--- src/source/rv_isa_pkg.sv ---
package rv_isa_pkg;

    // Instruction word fields
    // --------------------
    typedef logic [31:0] inst_word_t;
    typedef logic [6:0]  opcode_t;
    typedef logic [2:0]  funct3_t;
    typedef logic [6:0]  funct7_t;
    typedef logic [4:0]  reg_idx_t;

    // Major opcodes
    // --------------------
    localparam opcode_t op_lui    = 7'b0110111;
    localparam opcode_t op_auipc  = 7'b0010111;
    localparam opcode_t op_jal    = 7'b1101111;
    localparam opcode_t op_jalr   = 7'b1100111;
    localparam opcode_t op_branch = 7'b1100011;
    localparam opcode_t op_load   = 7'b0000011;
    localparam opcode_t op_store  = 7'b0100011;
    localparam opcode_t op_imm    = 7'b0010011;
    localparam opcode_t op_reg    = 7'b0110011;
    localparam opcode_t op_system = 7'b1110011;

    // funct7 codes
    localparam funct7_t f7_base   = 7'b0000000;
    localparam funct7_t f7_alt    = 7'b0100000; // SUB, SRA, SRAI
    localparam funct7_t f7_muldiv = 7'b0000001; // M extension

endpackage : rv_isa_pkg

--- src/source/rv_exec_pkg.sv ---
package rv_exec_pkg;

    localparam int xlen = 32;

    typedef logic [xlen-1:0]   word_t;
    typedef logic [2*xlen-1:0] dword_t; // Full product
    typedef logic [4:0]        shamt_t;

    // One flag per supported instruction
    // --------------------
    typedef struct packed {
        logic LUI, AUIPC, JAL, JALR;
        logic BEQ, BNE, BLT, BGE, BLTU, BGEU;
        logic LB, LH, LW, LBU, LHU;
        logic SB, SH, SW;
        logic ADDI, SLTI, SLTIU, XORI, ORI, ANDI;
        logic SLLI, SRLI, SRAI;
        logic ADD, SUB, SLL, SLT, SLTU;
        logic XOR, SRL, SRA, OR, AND;
        logic MUL, MULH, MULHSU, MULHU;
        logic DIV, DIVU, REM, REMU;
        logic CSRRW, CSRRS, CSRRC;
        logic CSRRWI, CSRRSI, CSRRCI;
    } inst_t;

    // Decoder output shared by the stage modules
    typedef struct packed {
        inst_t                inst;
        word_t                imm;
        shamt_t               zimm;  // rs1 field of CSR immediate forms
        rv_isa_pkg::reg_idx_t rd;
        logic                 illegal;
    } dec_op_t;

endpackage : rv_exec_pkg

--- src/source/rv_decoder.sv ---
module rv_decoder (
    input  rv_isa_pkg::inst_word_t inst_word,
    output rv_exec_pkg::dec_op_t   dec
);
    import rv_isa_pkg::*;
    import rv_exec_pkg::*;

    opcode_t opcode;
    funct3_t funct3;
    funct7_t funct7;
    inst_t   inst;
    word_t   imm;
    word_t   imm_i;
    word_t   imm_s;
    word_t   imm_b;
    word_t   imm_u;
    word_t   imm_j;

    assign opcode = inst_word[6:0];
    assign funct3 = inst_word[14:12];
    assign funct7 = inst_word[31:25];

    // Immediate formats
    // --------------------
    assign imm_i = {{20{inst_word[31]}}, inst_word[31:20]};
    assign imm_s = {{20{inst_word[31]}}, inst_word[31:25], inst_word[11:7]};
    assign imm_b = {{19{inst_word[31]}}, inst_word[31], inst_word[7], inst_word[30:25],
                    inst_word[11:8], 1'b0};
    assign imm_u = {inst_word[31:12], 12'b0};
    assign imm_j = {{11{inst_word[31]}}, inst_word[31], inst_word[19:12], inst_word[20],
                    inst_word[30:21], 1'b0};

    always_comb begin
        case (opcode)
            op_lui, op_auipc:         imm = imm_u;
            op_jal:                   imm = imm_j;
            op_branch:                imm = imm_b;
            op_store:                 imm = imm_s;
            op_jalr, op_load, op_imm: imm = imm_i;
            default:                  imm = '0;
        endcase
    end

    // Instruction flags
    // --------------------
    always_comb begin
        inst = '0;
        case (opcode)
            op_lui:    inst.LUI   = 1'b1;
            op_auipc:  inst.AUIPC = 1'b1;
            op_jal:    inst.JAL   = 1'b1;
            op_jalr:   inst.JALR  = (funct3 == 3'b000);
            op_branch: begin
                inst.BEQ  = (funct3 == 3'b000);
                inst.BNE  = (funct3 == 3'b001);
                inst.BLT  = (funct3 == 3'b100);
                inst.BGE  = (funct3 == 3'b101);
                inst.BLTU = (funct3 == 3'b110);
                inst.BGEU = (funct3 == 3'b111);
            end
            op_load: begin
                inst.LB  = (funct3 == 3'b000);
                inst.LH  = (funct3 == 3'b001);
                inst.LW  = (funct3 == 3'b010);
                inst.LBU = (funct3 == 3'b100);
                inst.LHU = (funct3 == 3'b101);
            end
            op_store: begin
                inst.SB = (funct3 == 3'b000);
                inst.SH = (funct3 == 3'b001);
                inst.SW = (funct3 == 3'b010);
            end
            op_imm: begin
                inst.ADDI  = (funct3 == 3'b000);
                inst.SLTI  = (funct3 == 3'b010);
                inst.SLTIU = (funct3 == 3'b011);
                inst.XORI  = (funct3 == 3'b100);
                inst.ORI   = (funct3 == 3'b110);
                inst.ANDI  = (funct3 == 3'b111);
                inst.SLLI  = (funct3 == 3'b001) && (funct7 == f7_base);
                inst.SRLI  = (funct3 == 3'b101) && (funct7 == f7_base);
                inst.SRAI  = (funct3 == 3'b101) && (funct7 == f7_alt);
            end
            op_reg: begin
                inst.ADD    = (funct3 == 3'b000) && (funct7 == f7_base);
                inst.SUB    = (funct3 == 3'b000) && (funct7 == f7_alt);
                inst.SLL    = (funct3 == 3'b001) && (funct7 == f7_base);
                inst.SLT    = (funct3 == 3'b010) && (funct7 == f7_base);
                inst.SLTU   = (funct3 == 3'b011) && (funct7 == f7_base);
                inst.XOR    = (funct3 == 3'b100) && (funct7 == f7_base);
                inst.SRL    = (funct3 == 3'b101) && (funct7 == f7_base);
                inst.SRA    = (funct3 == 3'b101) && (funct7 == f7_alt);
                inst.OR     = (funct3 == 3'b110) && (funct7 == f7_base);
                inst.AND    = (funct3 == 3'b111) && (funct7 == f7_base);
                inst.MUL    = (funct3 == 3'b000) && (funct7 == f7_muldiv);
                inst.MULH   = (funct3 == 3'b001) && (funct7 == f7_muldiv);
                inst.MULHSU = (funct3 == 3'b010) && (funct7 == f7_muldiv);
                inst.MULHU  = (funct3 == 3'b011) && (funct7 == f7_muldiv);
                inst.DIV    = (funct3 == 3'b100) && (funct7 == f7_muldiv);
                inst.DIVU   = (funct3 == 3'b101) && (funct7 == f7_muldiv);
                inst.REM    = (funct3 == 3'b110) && (funct7 == f7_muldiv);
                inst.REMU   = (funct3 == 3'b111) && (funct7 == f7_muldiv);
            end
            op_system: begin
                inst.CSRRW  = (funct3 == 3'b001);
                inst.CSRRS  = (funct3 == 3'b010);
                inst.CSRRC  = (funct3 == 3'b011);
                inst.CSRRWI = (funct3 == 3'b101);
                inst.CSRRSI = (funct3 == 3'b110);
                inst.CSRRCI = (funct3 == 3'b111);
            end
            default: ; // Unknown opcode, no flag
        endcase
    end

    assign dec = '{
        inst:    inst,
        imm:     imm,
        zimm:    inst_word[19:15],
        rd:      inst_word[11:7],
        illegal: (inst == '0)
    };

    always_comb begin
        assert ($onehot0(dec.inst))
            else $error("decoder raised more than one instruction flag");
    end

endmodule : rv_decoder

--- config.mk ---
export PLATFORM = sky130hd
export DESIGN_NAME = rv_decoder
export DESIGN_NICKNAME = d
export VERILOG_FILES = /design/src/source/rv_isa_pkg.sv /design/src/source/rv_exec_pkg.sv /design/src/source/rv_decoder.sv
export SDC_FILE = /design/constraint.sdc
export NUM_CORES = 1
export LEC_CHECK = 0
export BUFFER_PORTS_ARGS = -buffer_cell sky130_fd_sc_hd__buf_2
export CAP_MARGIN = 5
export CELL_PAD_IN_SITES_DETAIL_PLACEMENT = 0
export CELL_PAD_IN_SITES_GLOBAL_PLACEMENT = 1
export CORE_MARGIN = 4
export CORE_UTILIZATION = 21
export DETAILED_ROUTE_END_ITERATION = 8
export PLACE_DENSITY = 0.95
export SLEW_MARGIN = 20
export SYNTH_ARGS = -nofsm -noshare
export SYNTH_HDL_FRONTEND = slang
export SYNTH_SLANG_ARGS = --single-unit
--- constraint.sdc ---
create_clock -name vclk -period 2
set_input_delay 0.2 -clock vclk [all_inputs]
set_output_delay 0.2 -clock vclk [all_outputs]
set_load 0.05 [all_outputs]
==> metrics.md <==
| Metric | Value |
|---|---|
| Proportion of layout cells with a drive suffix above 1 | 57.95% |
| I/O Buffers | 126 |
| Final setup vio count | 0 |
| Worst Setup End Kind | output port |
| Die Y | 80.49 um |
| Fmax | 0.5157 GHz |
| Post-synthesis sequential area ratio | 0% |
| Fin nets | 336 |
| Crit path kind | input port to output port |
| Largest net degree at the start of global routing | 14 |
| GR Overflow Total | 0 |
| Core Area | 0.005107 mm^2 |
| DP Worst Slack | -0.03985 ns |
| Synth Net Count | 216 |
| Yosys warnings | 0 |
| Final hold vios | 0 |
| M1 GR Usage | 17.55% |
| Gr busiest metal | met2 |
| WP data required | 1.80 ns |
| Die area | 0.006479 mm^2 |
| Max-slew violation count | 0 |
| Post-synth cell types | 44 |
| Mapped Avg Cell Area | 5.998 um^2 |
| GRT met2 Usage | 27.07% |
| Floorplan row count | 26 |
| Outcome | complete, no violations |
| First-pass GRT wire length | 7893 um |
| DR pass1 iterations | 4 |
| Drt via density | 4.626 |
| Pin slew with the least headroom to its limit | 0.4065 ns |
| WHS | 0.7028 ns |
| Vias | 1721 |
| Period utilization | 96.95% |
| Hold Buf Count CTS | 0 |
| Initial antenna violation count | 0 |
| Avg WL per Cell | 13.17 um |
| Top post-synthesis cells by count | nor2_1 (51), a21o_1 (19), nand2_1 (16) |
| Area grow syn2layout | 71.20% |
| Post-Syn Instances | 184 |
| Grt met3 use | 2.354% |
| Max Cap Violations | 0 |
| Total setup buffers inserted after CTS | 0 |
| Final worst slack | 0.06091 ns |
| Initial core utilization | 21.61% |
| I/O pin cnt | 126 |
| Die width | 80.49 um |
| Pwr per Cell Area | 149.2 mW/mm^2 |
| Worst hold path type | input port to output port |
| Vias in the first global route | 1681 |
| Initial drt markers | 58 |
| Crit-path max FO | 10 |
| Mapped cell area | 0.001104 mm^2 |
| Pleak | 0.001169 uW |
| Relative slew slack | 72.90% |
| Tmin final | 1.939 ns |
| Worst setup SP type | input port |
| Diodes inserted | 0 |
| Final Wtd Congestion | 0.7690 |
| Layout sequential cell count | 0 |
| ANT nets after route | 0 |
| Hpwl dp | 4179 um |
| RSZ-0062 raised after global routing | yes |
| Top cells by area, synth | nor2_1 (17%), a21o_1 (13%), buf_4 (7.5%), nand2_1 (5.4%), and2_1 (5.1%) |
| GRT Overall Usage | 14.33% |
| Leading cell type by number of instances after synthesis | nor2_1 |
| VDD IR max | 0.09389 mV |
| Util after Layout | 36.99% |
| Top cell type's share of synthesized area | 17.35% |
| Post-synth top area cell | nor2_1 |
| Total wire length | 4901 um |
| DRC viols | 0 |
| CP Data Arrival Time | 1.74 ns |
| CLK BUF | 0 |
| Register Area | 0 um^2 |
## per-layer routing
metal,share of wire [%],up-vias,wire length [um]
li1,-,866,-
met1,41,782,1995
met2,50,73,2433
met3,9.6,0,472
met4,0,0,0
met5,0,-,0
## cell usage in the layout, fill, tap and decap left out, types with 4 or more instances in the layout
| cell type | instances |
|---|---|
| buf_2 | 119 |
| nor2_1 | 31 |
| nand2_1 | 15 |
| buf_4 | 15 |
| clkbuf_4 | 7 |
| a21o_1 | 19 |
| nor3_1 | 4 |
| nor2_2 | 20 |
| and2_1 | 9 |
| o21ai_0 | 4 |
| nand3_1 | 4 |
| a22o_1 | 5 |
## cells by family after synthesis
kind of cell,after synthesis,share of synthesized area (%)
and+or+nand+nor,114,53.63
buffers and inverters,25,13.72
AOI/OAI and AO/OA,43,30.84
muxes,2,1.814
## repair_timing
| action | 4_1_cts | 5_1_grt |
|---|---|---|
| pin swaps | 0 | 1 |
| endpoints found under the hold margin | 0 | 0 |
| resized for setup | 1 | 11 |
| endpoints found under the setup margin | 8 | 27 |
## critical path: stages
cell	delay (ns)
buf_2	0.11
nor4bb_2	0.27
buf_4	0.22
nand3_2	0.14
or2_1	0.38
nor2_1	0.14
buf_2	0.27
## layout make-up
cell class | instances | area [um^2]
fill | 564 | 3218
multi-input combinational | 159 | 1033
timing repair buffer | 141 | 760.7
tap | 70 | 87.58
inverter | 2 | 7.507
## metrics by stage
step                      cells  cell area, um^2  total power [uW]  setup TNS (ns)
after floorplan             184             1161             199.4          -1.014
final                       372             1889             281.9               0
after CTS                   372             1857             281.4               0
after global placement      372             1854             278.8               0
after detailed placement    372             1854             280.7         -0.1409
after global routing        372             1889             304.3         -0.7091
## power by group
| part | internal [uW] | switching [uW] | total, uW |
|---|---|---|---|
| clock | 0 | 0 | 0 |
| sequential | 0 | 0 | 0 |
| combinational | 83.3 | 199 | 282 |
## final timing paths
kind                     startpoint       to  cells after the start
worst max-delay path   inst_word[0]  dec[60]                      7
worst min-delay path  inst_word[10]   dec[4]                      2
No activity file was read; power rests on OpenSTA's default activity.
