File: src/source/rv_isa_pkg.sv
package rv_isa_pkg;

    // Instruction word fields
    // --------------------
    typedef logic [31:0] inst_word_t;
    typedef logic [6:0]  opcode_t;
    typedef logic [2:0]  funct3_t;
    typedef logic [6:0]  funct7_t;
    typedef logic [4:0]  reg_idx_t;

    // Major opcodes
    // --------------------
    localparam opcode_t op_lui    = 7'b0110111;
    localparam opcode_t op_auipc  = 7'b0010111;
    localparam opcode_t op_jal    = 7'b1101111;
    localparam opcode_t op_jalr   = 7'b1100111;
    localparam opcode_t op_branch = 7'b1100011;
    localparam opcode_t op_load   = 7'b0000011;
    localparam opcode_t op_store  = 7'b0100011;
    localparam opcode_t op_imm    = 7'b0010011;
    localparam opcode_t op_reg    = 7'b0110011;
    localparam opcode_t op_system = 7'b1110011;

    // funct7 codes
    localparam funct7_t f7_base   = 7'b0000000;
    localparam funct7_t f7_alt    = 7'b0100000; // SUB, SRA, SRAI
    localparam funct7_t f7_muldiv = 7'b0000001; // M extension

endpackage : rv_isa_pkg

File: src/source/rv_exec_pkg.sv
package rv_exec_pkg;

    localparam int xlen = 32;

    typedef logic [xlen-1:0]   word_t;
    typedef logic [2*xlen-1:0] dword_t; // Full product
    typedef logic [4:0]        shamt_t;

    // One flag per supported instruction
    // --------------------
    typedef struct packed {
        logic LUI, AUIPC, JAL, JALR;
        logic BEQ, BNE, BLT, BGE, BLTU, BGEU;
        logic LB, LH, LW, LBU, LHU;
        logic SB, SH, SW;
        logic ADDI, SLTI, SLTIU, XORI, ORI, ANDI;
        logic SLLI, SRLI, SRAI;
        logic ADD, SUB, SLL, SLT, SLTU;
        logic XOR, SRL, SRA, OR, AND;
        logic MUL, MULH, MULHSU, MULHU;
        logic DIV, DIVU, REM, REMU;
        logic CSRRW, CSRRS, CSRRC;
        logic CSRRWI, CSRRSI, CSRRCI;
    } inst_t;

    // Decoder output shared by the stage modules
    typedef struct packed {
        inst_t                inst;
        word_t                imm;
        shamt_t               zimm;  // rs1 field of CSR immediate forms
        rv_isa_pkg::reg_idx_t rd;
        logic                 illegal;
    } dec_op_t;

endpackage : rv_exec_pkg

File: src/source/rv_result_stage.sv
module rv_result_stage (
    input  logic                 clk,
    input  logic                 rst_n,
    input  logic                 ex_ready,
    input  rv_exec_pkg::dec_op_t dec,
    input  rv_exec_pkg::word_t   pc,
    input  rv_exec_pkg::word_t   rs1,
    input  logic                 cond_met,
    output logic                 result_valid,
    output logic                 rd_we,
    output logic                 br_taken,
    output logic                 illegal,
    output rv_isa_pkg::reg_idx_t rd,
    output rv_exec_pkg::word_t   br_target
);
    import rv_exec_pkg::*;

    inst_t op;
    logic  is_branch;
    logic  is_store;
    logic  taken_c;
    logic  we_c;
    word_t target_c;

    assign op        = dec.inst;
    assign is_branch = op.BEQ | op.BNE | op.BLT | op.BGE | op.BLTU | op.BGEU;
    assign is_store  = op.SB | op.SH | op.SW;

    // JALR is register based with bit 0 cleared
    assign target_c = op.JALR ? ((rs1 + dec.imm) & ~word_t'(1)) : pc + dec.imm;
    assign taken_c  = op.JAL | op.JALR | (is_branch & cond_met);
    assign we_c     = !dec.illegal && !is_branch && !is_store && (dec.rd != '0);

    always_ff @(posedge clk) begin
        if (!rst_n) begin
            result_valid <= 1'b0;
            rd_we        <= 1'b0;
            br_taken     <= 1'b0;
            illegal      <= 1'b0;
        end else begin
            result_valid <= ex_ready; // One pulse per strobe
            if (ex_ready) begin
                rd_we    <= we_c;
                br_taken <= taken_c;
                illegal  <= dec.illegal;
            end
        end
    end

    always_ff @(posedge clk) begin
        if (ex_ready) begin
            rd        <= dec.rd;
            br_target <= target_c;
        end
    end

    // Taken flag only for a legal jump or branch
    a_taken_is_legal: assert property (
        @(posedge clk) disable iff (!rst_n) br_taken |-> !illegal
    );

endmodule : rv_result_stage

File: config.mk
export PLATFORM = sky130hd
export DESIGN_NAME = rv_result_stage
export DESIGN_NICKNAME = d
export VERILOG_FILES = /design/src/source/rv_isa_pkg.sv /design/src/source/rv_exec_pkg.sv /design/src/source/rv_result_stage.sv
export SDC_FILE = /design/constraint.sdc
export NUM_CORES = 1
export LEC_CHECK = 0
export ABC_CLOCK_PERIOD_IN_PS = 6450
export BUFFER_PORTS_ARGS = -buffer_cell sky130_fd_sc_hd__buf_2
export CORE_MARGIN = 8
export CORE_UTILIZATION = 40
export DETAILED_ROUTE_END_ITERATION = 10
export GPL_ROUTABILITY_DRIVEN = 0
export PLACE_DENSITY_LB_ADDON = 0.15
export SKIP_CTS_REPAIR_TIMING = 1
export SYNTH_ARGS = -nofsm -noshare
export SYNTH_HDL_FRONTEND = slang
export SYNTH_SLANG_ARGS = --single-unit
File: constraint.sdc
create_clock -name clk -period 6.45 [get_ports clk]
set_input_delay 0.3225 -clock clk [delete_from_list [all_inputs] [get_ports clk]]
set_output_delay 0.3225 -clock clk [all_outputs]
set_load 0.01 [all_outputs]
==> results of run 1 <==
==> per-layer routing <==
| layer | part of all wire, % | routed length, um |
|---|---|---|
| met4 | 0.79 | 116 |
| met5 | 0 | 0 |
| met3 | 6.0 | 883 |
| met1 | 50 | 7420 |
| met2 | 43 | 6290 |
==> flip-flops by register name, indices dropped and copies added (netlist names) <==
register      flops
br_target        32
rd                5
br_taken          1
illegal           1
rd_we             1
result_valid      1
==> Yosys cell counts (3+ instances only) <==
cell type,count
o21a_1,7
xnor2_1,33
a21o_1,27
nand2_1,56
and3_1,10
nand4_1,10
a221oi_1,3
nand3_1,8
dfxtp_1,4
nor2_1,31
o211ai_1,4
o21ai_0,35
o21ai_1,18
a21oi_1,68
o221ai_1,3
clkbuf_1,15
nor2b_1,10
a211o_1,3
xor2_1,26
mux2i_1,5
a31oi_1,6
edfxtp_1,37
nor3_1,5
inv_1,15
nand2b_1,3
a211oi_1,5
o21bai_1,11
ha_1,61
==> power by group through the flow <==
stage               Clock (W)  Combinational [W]  Sequential (W)
floorplan                   0           0.000321        0.000374
finish               0.000255           0.000513        0.000348
global placement            0           0.000502        0.000354
CTS                  0.000263           0.000509        0.000349
global route         0.000273           0.000565        0.000352
detailed placement          0           0.000507        0.000354
==> critical path, stage by stage <==
cell and delay (ns):
buf_2 0.12, ha_1 0.22, fa_1 0.43, a211oi_1 0.38, o21ai_1 0.17, nand3_1 0.15, nand3b_1 0.18, a221oi_2 0.40
o21ai_1 0.16, a31oi_1 0.23, xor2_1 0.17, o21ai_1 0.08
==> area by class of cell <==
cell class              instances  area (um2)
clock buffers                   6         139
clock inverters                 2        13.8
fillers                      1197        6020
inverters                      15        56.3
multi-input cells             496        3570
flip-flops and latches         41        1190
well taps                     147         184
repair buffers                157         786
==> kinds of logic after synthesis <==
family,share of synthesized area (%)
AO/OA/AOI/OAI,29.9
flip-flops,24.4
buffers and inverters,2.66
AND/OR/NAND/NOR,14.6
adder cells (fa/ha/maj),16.4
multiplexers,1.48
XOR/XNOR,10.6
==> metrics by stage <==
stage / instance area (um2) / std cells / worst slack (ns) / hold WS [ns]
final: 5940 / 864 / 3.43 / 0.230
after global routing: 5940 / 864 / 3.30 / 0.224
after CTS: 5940 / 864 / 3.48 / 0.221
after detailed placement: 5780 / 856 / 3.20 / 0.506
after global placement: 5780 / 856 / 3.23 / 0.502
after floorplan: 4890 / 571 / 3.76 / 0.421
==> how the worst max path moves through the flow <==
stage,startpoint,end,slack [ns],cells after the start
after floorplan,dec[11],br_target[30]$_DFFE_PP_,3.76,11
after global placement,dec[11],br_target[28]$_DFFE_PP_,3.23,12
after detailed placement,dec[11],br_target[28]$_DFFE_PP_,3.20,12
after CTS,dec[11],br_target[28]$_DFFE_PP_,3.48,12
after global routing,dec[11],br_target[24]$_DFFE_PP_,3.30,12
final,dec[11],br_target[28]$_DFFE_PP_,3.43,12
==> flow_summary.toml, run 1 <==
[outcome]
status = "finished clean"

[yosys]
syn_area_um2 = 4890
yosysTopAreaCell = "edfxtp_1"
ys_seq_area_share_pct = 24.4
synth.area.top_cells = "edfxtp_1 (23%), ha_1 (16%), a21oi_1 (7.0%)"
yosysTopAreaCellShare_pct = 22.7
ys_warn_count = 0
syn-num-nets = 796
ys_types = 65
syn_inst = 571
ys.flop_type = "edfxtp_1"
avgSynthCellArea_um2 = 8.56
async_flop_share_pct = 0
ys_seq_elements = 41
synth_edf_count = 37

[worst_setup_path]
rr_worst_depth = 2
rr_startpoint = "rd_we$_SDFFE_PN0P_"
worstPathArrival_ns = 3.01
path_class = "input port to register"
worst-endpoint-required_ns = 6.44
startpoint_type = "input port"
r2r_end = "rd_we$_SDFFE_PN0P_"
critPathCaptureType = "register"
r2r_setup_slack_ns = 5.71
worstPathMaxFanout = 3

[die]
start_util_pct = 40.9
io_pins = 203
die_y_um = 127
dieArea_um2 = 16000
fp.dieW_um = 127
core_area_um2 = 12000
num_rows = 40

[cts]
max-clock-path-buffers = 2
cts.sinks = 41
htree_levels = 2
path_clk_slew_ns = 0.06
numCtsBuffers = 5
cts-root-buf = "clkbuf_16"
cts_tree = "done"
clock_latency_ns = 0.28

[drt]
route.vias.total = 4810
drc_errors = 0
drtIter0Drc = 337
first_pass_iters = 5
wl_mm = 14.7
viasPerCell = 5.57
wl_per_cell_um = 17.0
postRouteAntennaNets = 0

[hold_path]
min_to = "rd[0]$_DFFE_PP_"
min-delay-start = "dec[1]"
hold_depth = 1
hold_class = "input port to register"

[finish]
final_common_cell = "buf_2"
drive_gt1_share_pct = 25.2
utilization_pct = 49.6
area_growth_pct = 21.4
antenna_cells = 0
nets = 941
final_cell_mix = "buf_2 (157), a21oi_1 (68), ha_1 (61)"

[power_and_ir_drop]
power.density_nw_per_um2 = 188
leakagePower_nw = 2.72
vdd_drop_max_uv = 78.2
p_sw_w = 0.000404
seqPwrFrac_pct = 31.2
p_total_w = 0.00112
p_sw_share_pct = 36.2
clkPwrFrac_pct = 22.8
power.internal_w = 0.000711
comb_power_share_pct = 46.0

[timing]
clock.fmax_ghz = 0.331
fin_crit_ns = 3.02
hold_viol_final = 0
fin_tns_setup_ns = 0
maxSlewHeadroom_pct = 27.2
min_period_over_period_pct = 46.9
rsz0062_at_grt = "false"
drv_slew = 0
finalSetupViolations = 0
skew_ns = 0
worst_slew_pin_slew_ns = 1.09

[grt]
use_met2_pct = 27.8
gr-total-overflow = 0
grt_busiest_layer = "met2"
grt_pass1_vias = 4727
grt_usage_pct = 17.7
use_met3_pct = 3.35
grt_pass1_wl_mm = 23.4
met1_usage_pct = 24.8
grt_antenna_before_repair = 0
grt_max_degree = 63

[placement]
io_buffers = 157
hpwlAfterDp_mm = 12.4

[job]
drv_cap = 0
Power figures use the tool's default switching activity.
==> run 2: changes to the inputs <==
Settings changed: ABC_CLOCK_PERIOD_IN_PS 6450 to 2500.
Clock period 6.45 ns to 2.5 ns, I/O delays scaled along.
==> run 2 against run 1 <==
Via count up 11%; clock power rose to 3.4 times the previous value; register-to-register slack worse by 3.9 ns; clock skew unchanged; hold slack worse by 0.20 ns.
==> flow_summary.toml, run 2 (synthesis gave the netlist of run 1 again) <==
[outcome]
status = "finished clean"

[timing]
whs_ns = 0.0327
finalWorstSetupSlack_ns = 0.0813
min_period_over_period_pct = 96.7
maxSlewHeadroom_pct = 59.3
rsz0062_at_grt = "true"
drv_slew = 0
skew_ns = 0
finalSetupViolations = 0
hold_viol_final = 0
fin_tns_setup_ns = 0
fin_crit_ns = 2.42
clock.fmax_ghz = 0.413
worst_slew_pin_slew_ns = 0.610

[placement]
dp_cells = 957
hpwlAfterDp_mm = 14.0
io_buffers = 157
pre_cts_slack_ns = -0.380
placed_cell_area_um2 = 6560

[grt]
grt_usage_pct = 20.0
grt_pass1_wl_mm = 26.6
grt_pass1_vias = 5453
grt_antenna_before_repair = 0
gr-total-overflow = 0
grt_max_degree = 36

[finish]
nets = 1043
antenna_cells = 0
top_regs = "br_target (32), rd (5)"
largest_reg_flops = 32
drive_gt1_share_pct = 36.5
max_flop_register = "br_target"
final_common_cell = "buf_2"
fin_area_um2 = 6840
final_cell_mix = "buf_2 (157), buf_4 (101), a21oi_1 (65)"
area_growth_pct = 40.0
instances_no_fill = 966

[drt]
route.vias.total = 5347
first_pass_iters = 5
postRouteAntennaNets = 0
drt-met1-wl_mm = 7.71
wl_per_cell_um = 17.1
dr.max_layer_used = "met4"
drtIter0Drc = 372
viasPerCell = 5.54
wl_mm = 16.5
wl_met2_mm = 7.54
met3WireLength_mm = 1.14
drc_errors = 0

[worst_setup_path]
critPathCaptureType = "register"
worstPathArrival_ns = 2.45
slowest_stage = "o211ai_1"
path_class = "input port to register"
worst-endpoint-required_ns = 2.54
crit_path_cell_trace = "buf_2 > ha_1 > a21oi_2 > o211ai_1 > a21oi_2 > o311a_1 > o211ai_2 > nand2_1 > o21ai_1 > xnor2_1 > mux2i_1"
path_common_cell = "a21oi_2"
worstPathMaxFanout = 4
startpoint_type = "input port"
crit_path_max_incr_delay_ns = 0.43

[cts]
clock_latency_ns = 0.28
cts_tree = "done"
path_clk_slew_ns = 0.07
max-clock-path-buffers = 2
cts.sinks = 41
numCtsBuffers = 5
cts-root-buf = "clkbuf_16"
htree_levels = 2

[die]
start_util_pct = 40.9
core_area_um2 = 12000
io_pins = 203
die_y_um = 127
dieArea_um2 = 16000
fp.dieW_um = 127
num_rows = 40

[power_and_ir_drop]
power.density_nw_per_um2 = 487
vdd_drop_max_uv = 295
leakagePower_nw = 3.25

[job]
drv_cap = 0

[hold_path]
hold_class = "input port to register"
-- run 2: cell count changes in the layout (fill, tap and decap cells not counted), sizes merged --
cell    change
inv         +1
clkinv      -2
clkbuf      -1
buf       +102
bufinv      +2
-- run 2: power by group --
| part | switching [W] | internal (W) |
|---|---|---|
| Combinational | 0.000832 | 0.000740 |
| Clock | 0.000280 | 0.000576 |
| Sequential | 0.0000302 | 0.000873 |
-- run 2: through the flow --
stage / power (W) / util, %
5_1_grt: 0.00352 / 57.2
6_report: 0.00333 / 57.2
3_5_place_dp: 0.00244 / 54.8
4_1_cts: 0.00331 / 56.4
3_3_place_gp: 0.00241 / 54.8
2_1_floorplan: 0.00179 / -
-- run 2: path summary, 6_finish.rpt --
check	from	endpoint	slack (ns)	cells after the start
setup / recovery	dec[13]	br_target[30]$_DFFE_PP_	0.08	11
hold / removal	dec[2]	rd[1]$_DFFE_PP_	0.03	1
setup reg to reg	rd_we$_SDFFE_PN0P_	rd_we$_SDFFE_PN0P_	1.78	2
hold reg to reg	br_taken$_SDFFE_PN0P_	br_taken$_SDFFE_PN0P_	0.52	2
-- run 2: final cells by class --
cell class	count	area [um2]
timing repair buffer	259	1560
sequential	41	1190
clock buffer	5	125
clock inverter	3	68.8
fill	1100	5120
tap	147	184
multi-input combinational	496	3650
inverter	15	56.3
-- run 2: metal layers --
metal  vias up  GRT usage [%]
met5         -              0
met4         0           3.75
met3        12           3.85
met2       196           33.0
met1      2493           26.5
li1       2646              -
-- run 2: critical path: cells and delay by family --
family / cells / cell delay, ns
AO/OA/AOI/OAI: 6 / 1.48
AND/OR/NAND/NOR: 1 / 0.12
adder cells (fa/ha/maj): 1 / 0.37
buffers and inverters: 1 / 0.11
multiplexers: 1 / 0.09
XOR/XNOR: 1 / 0.14
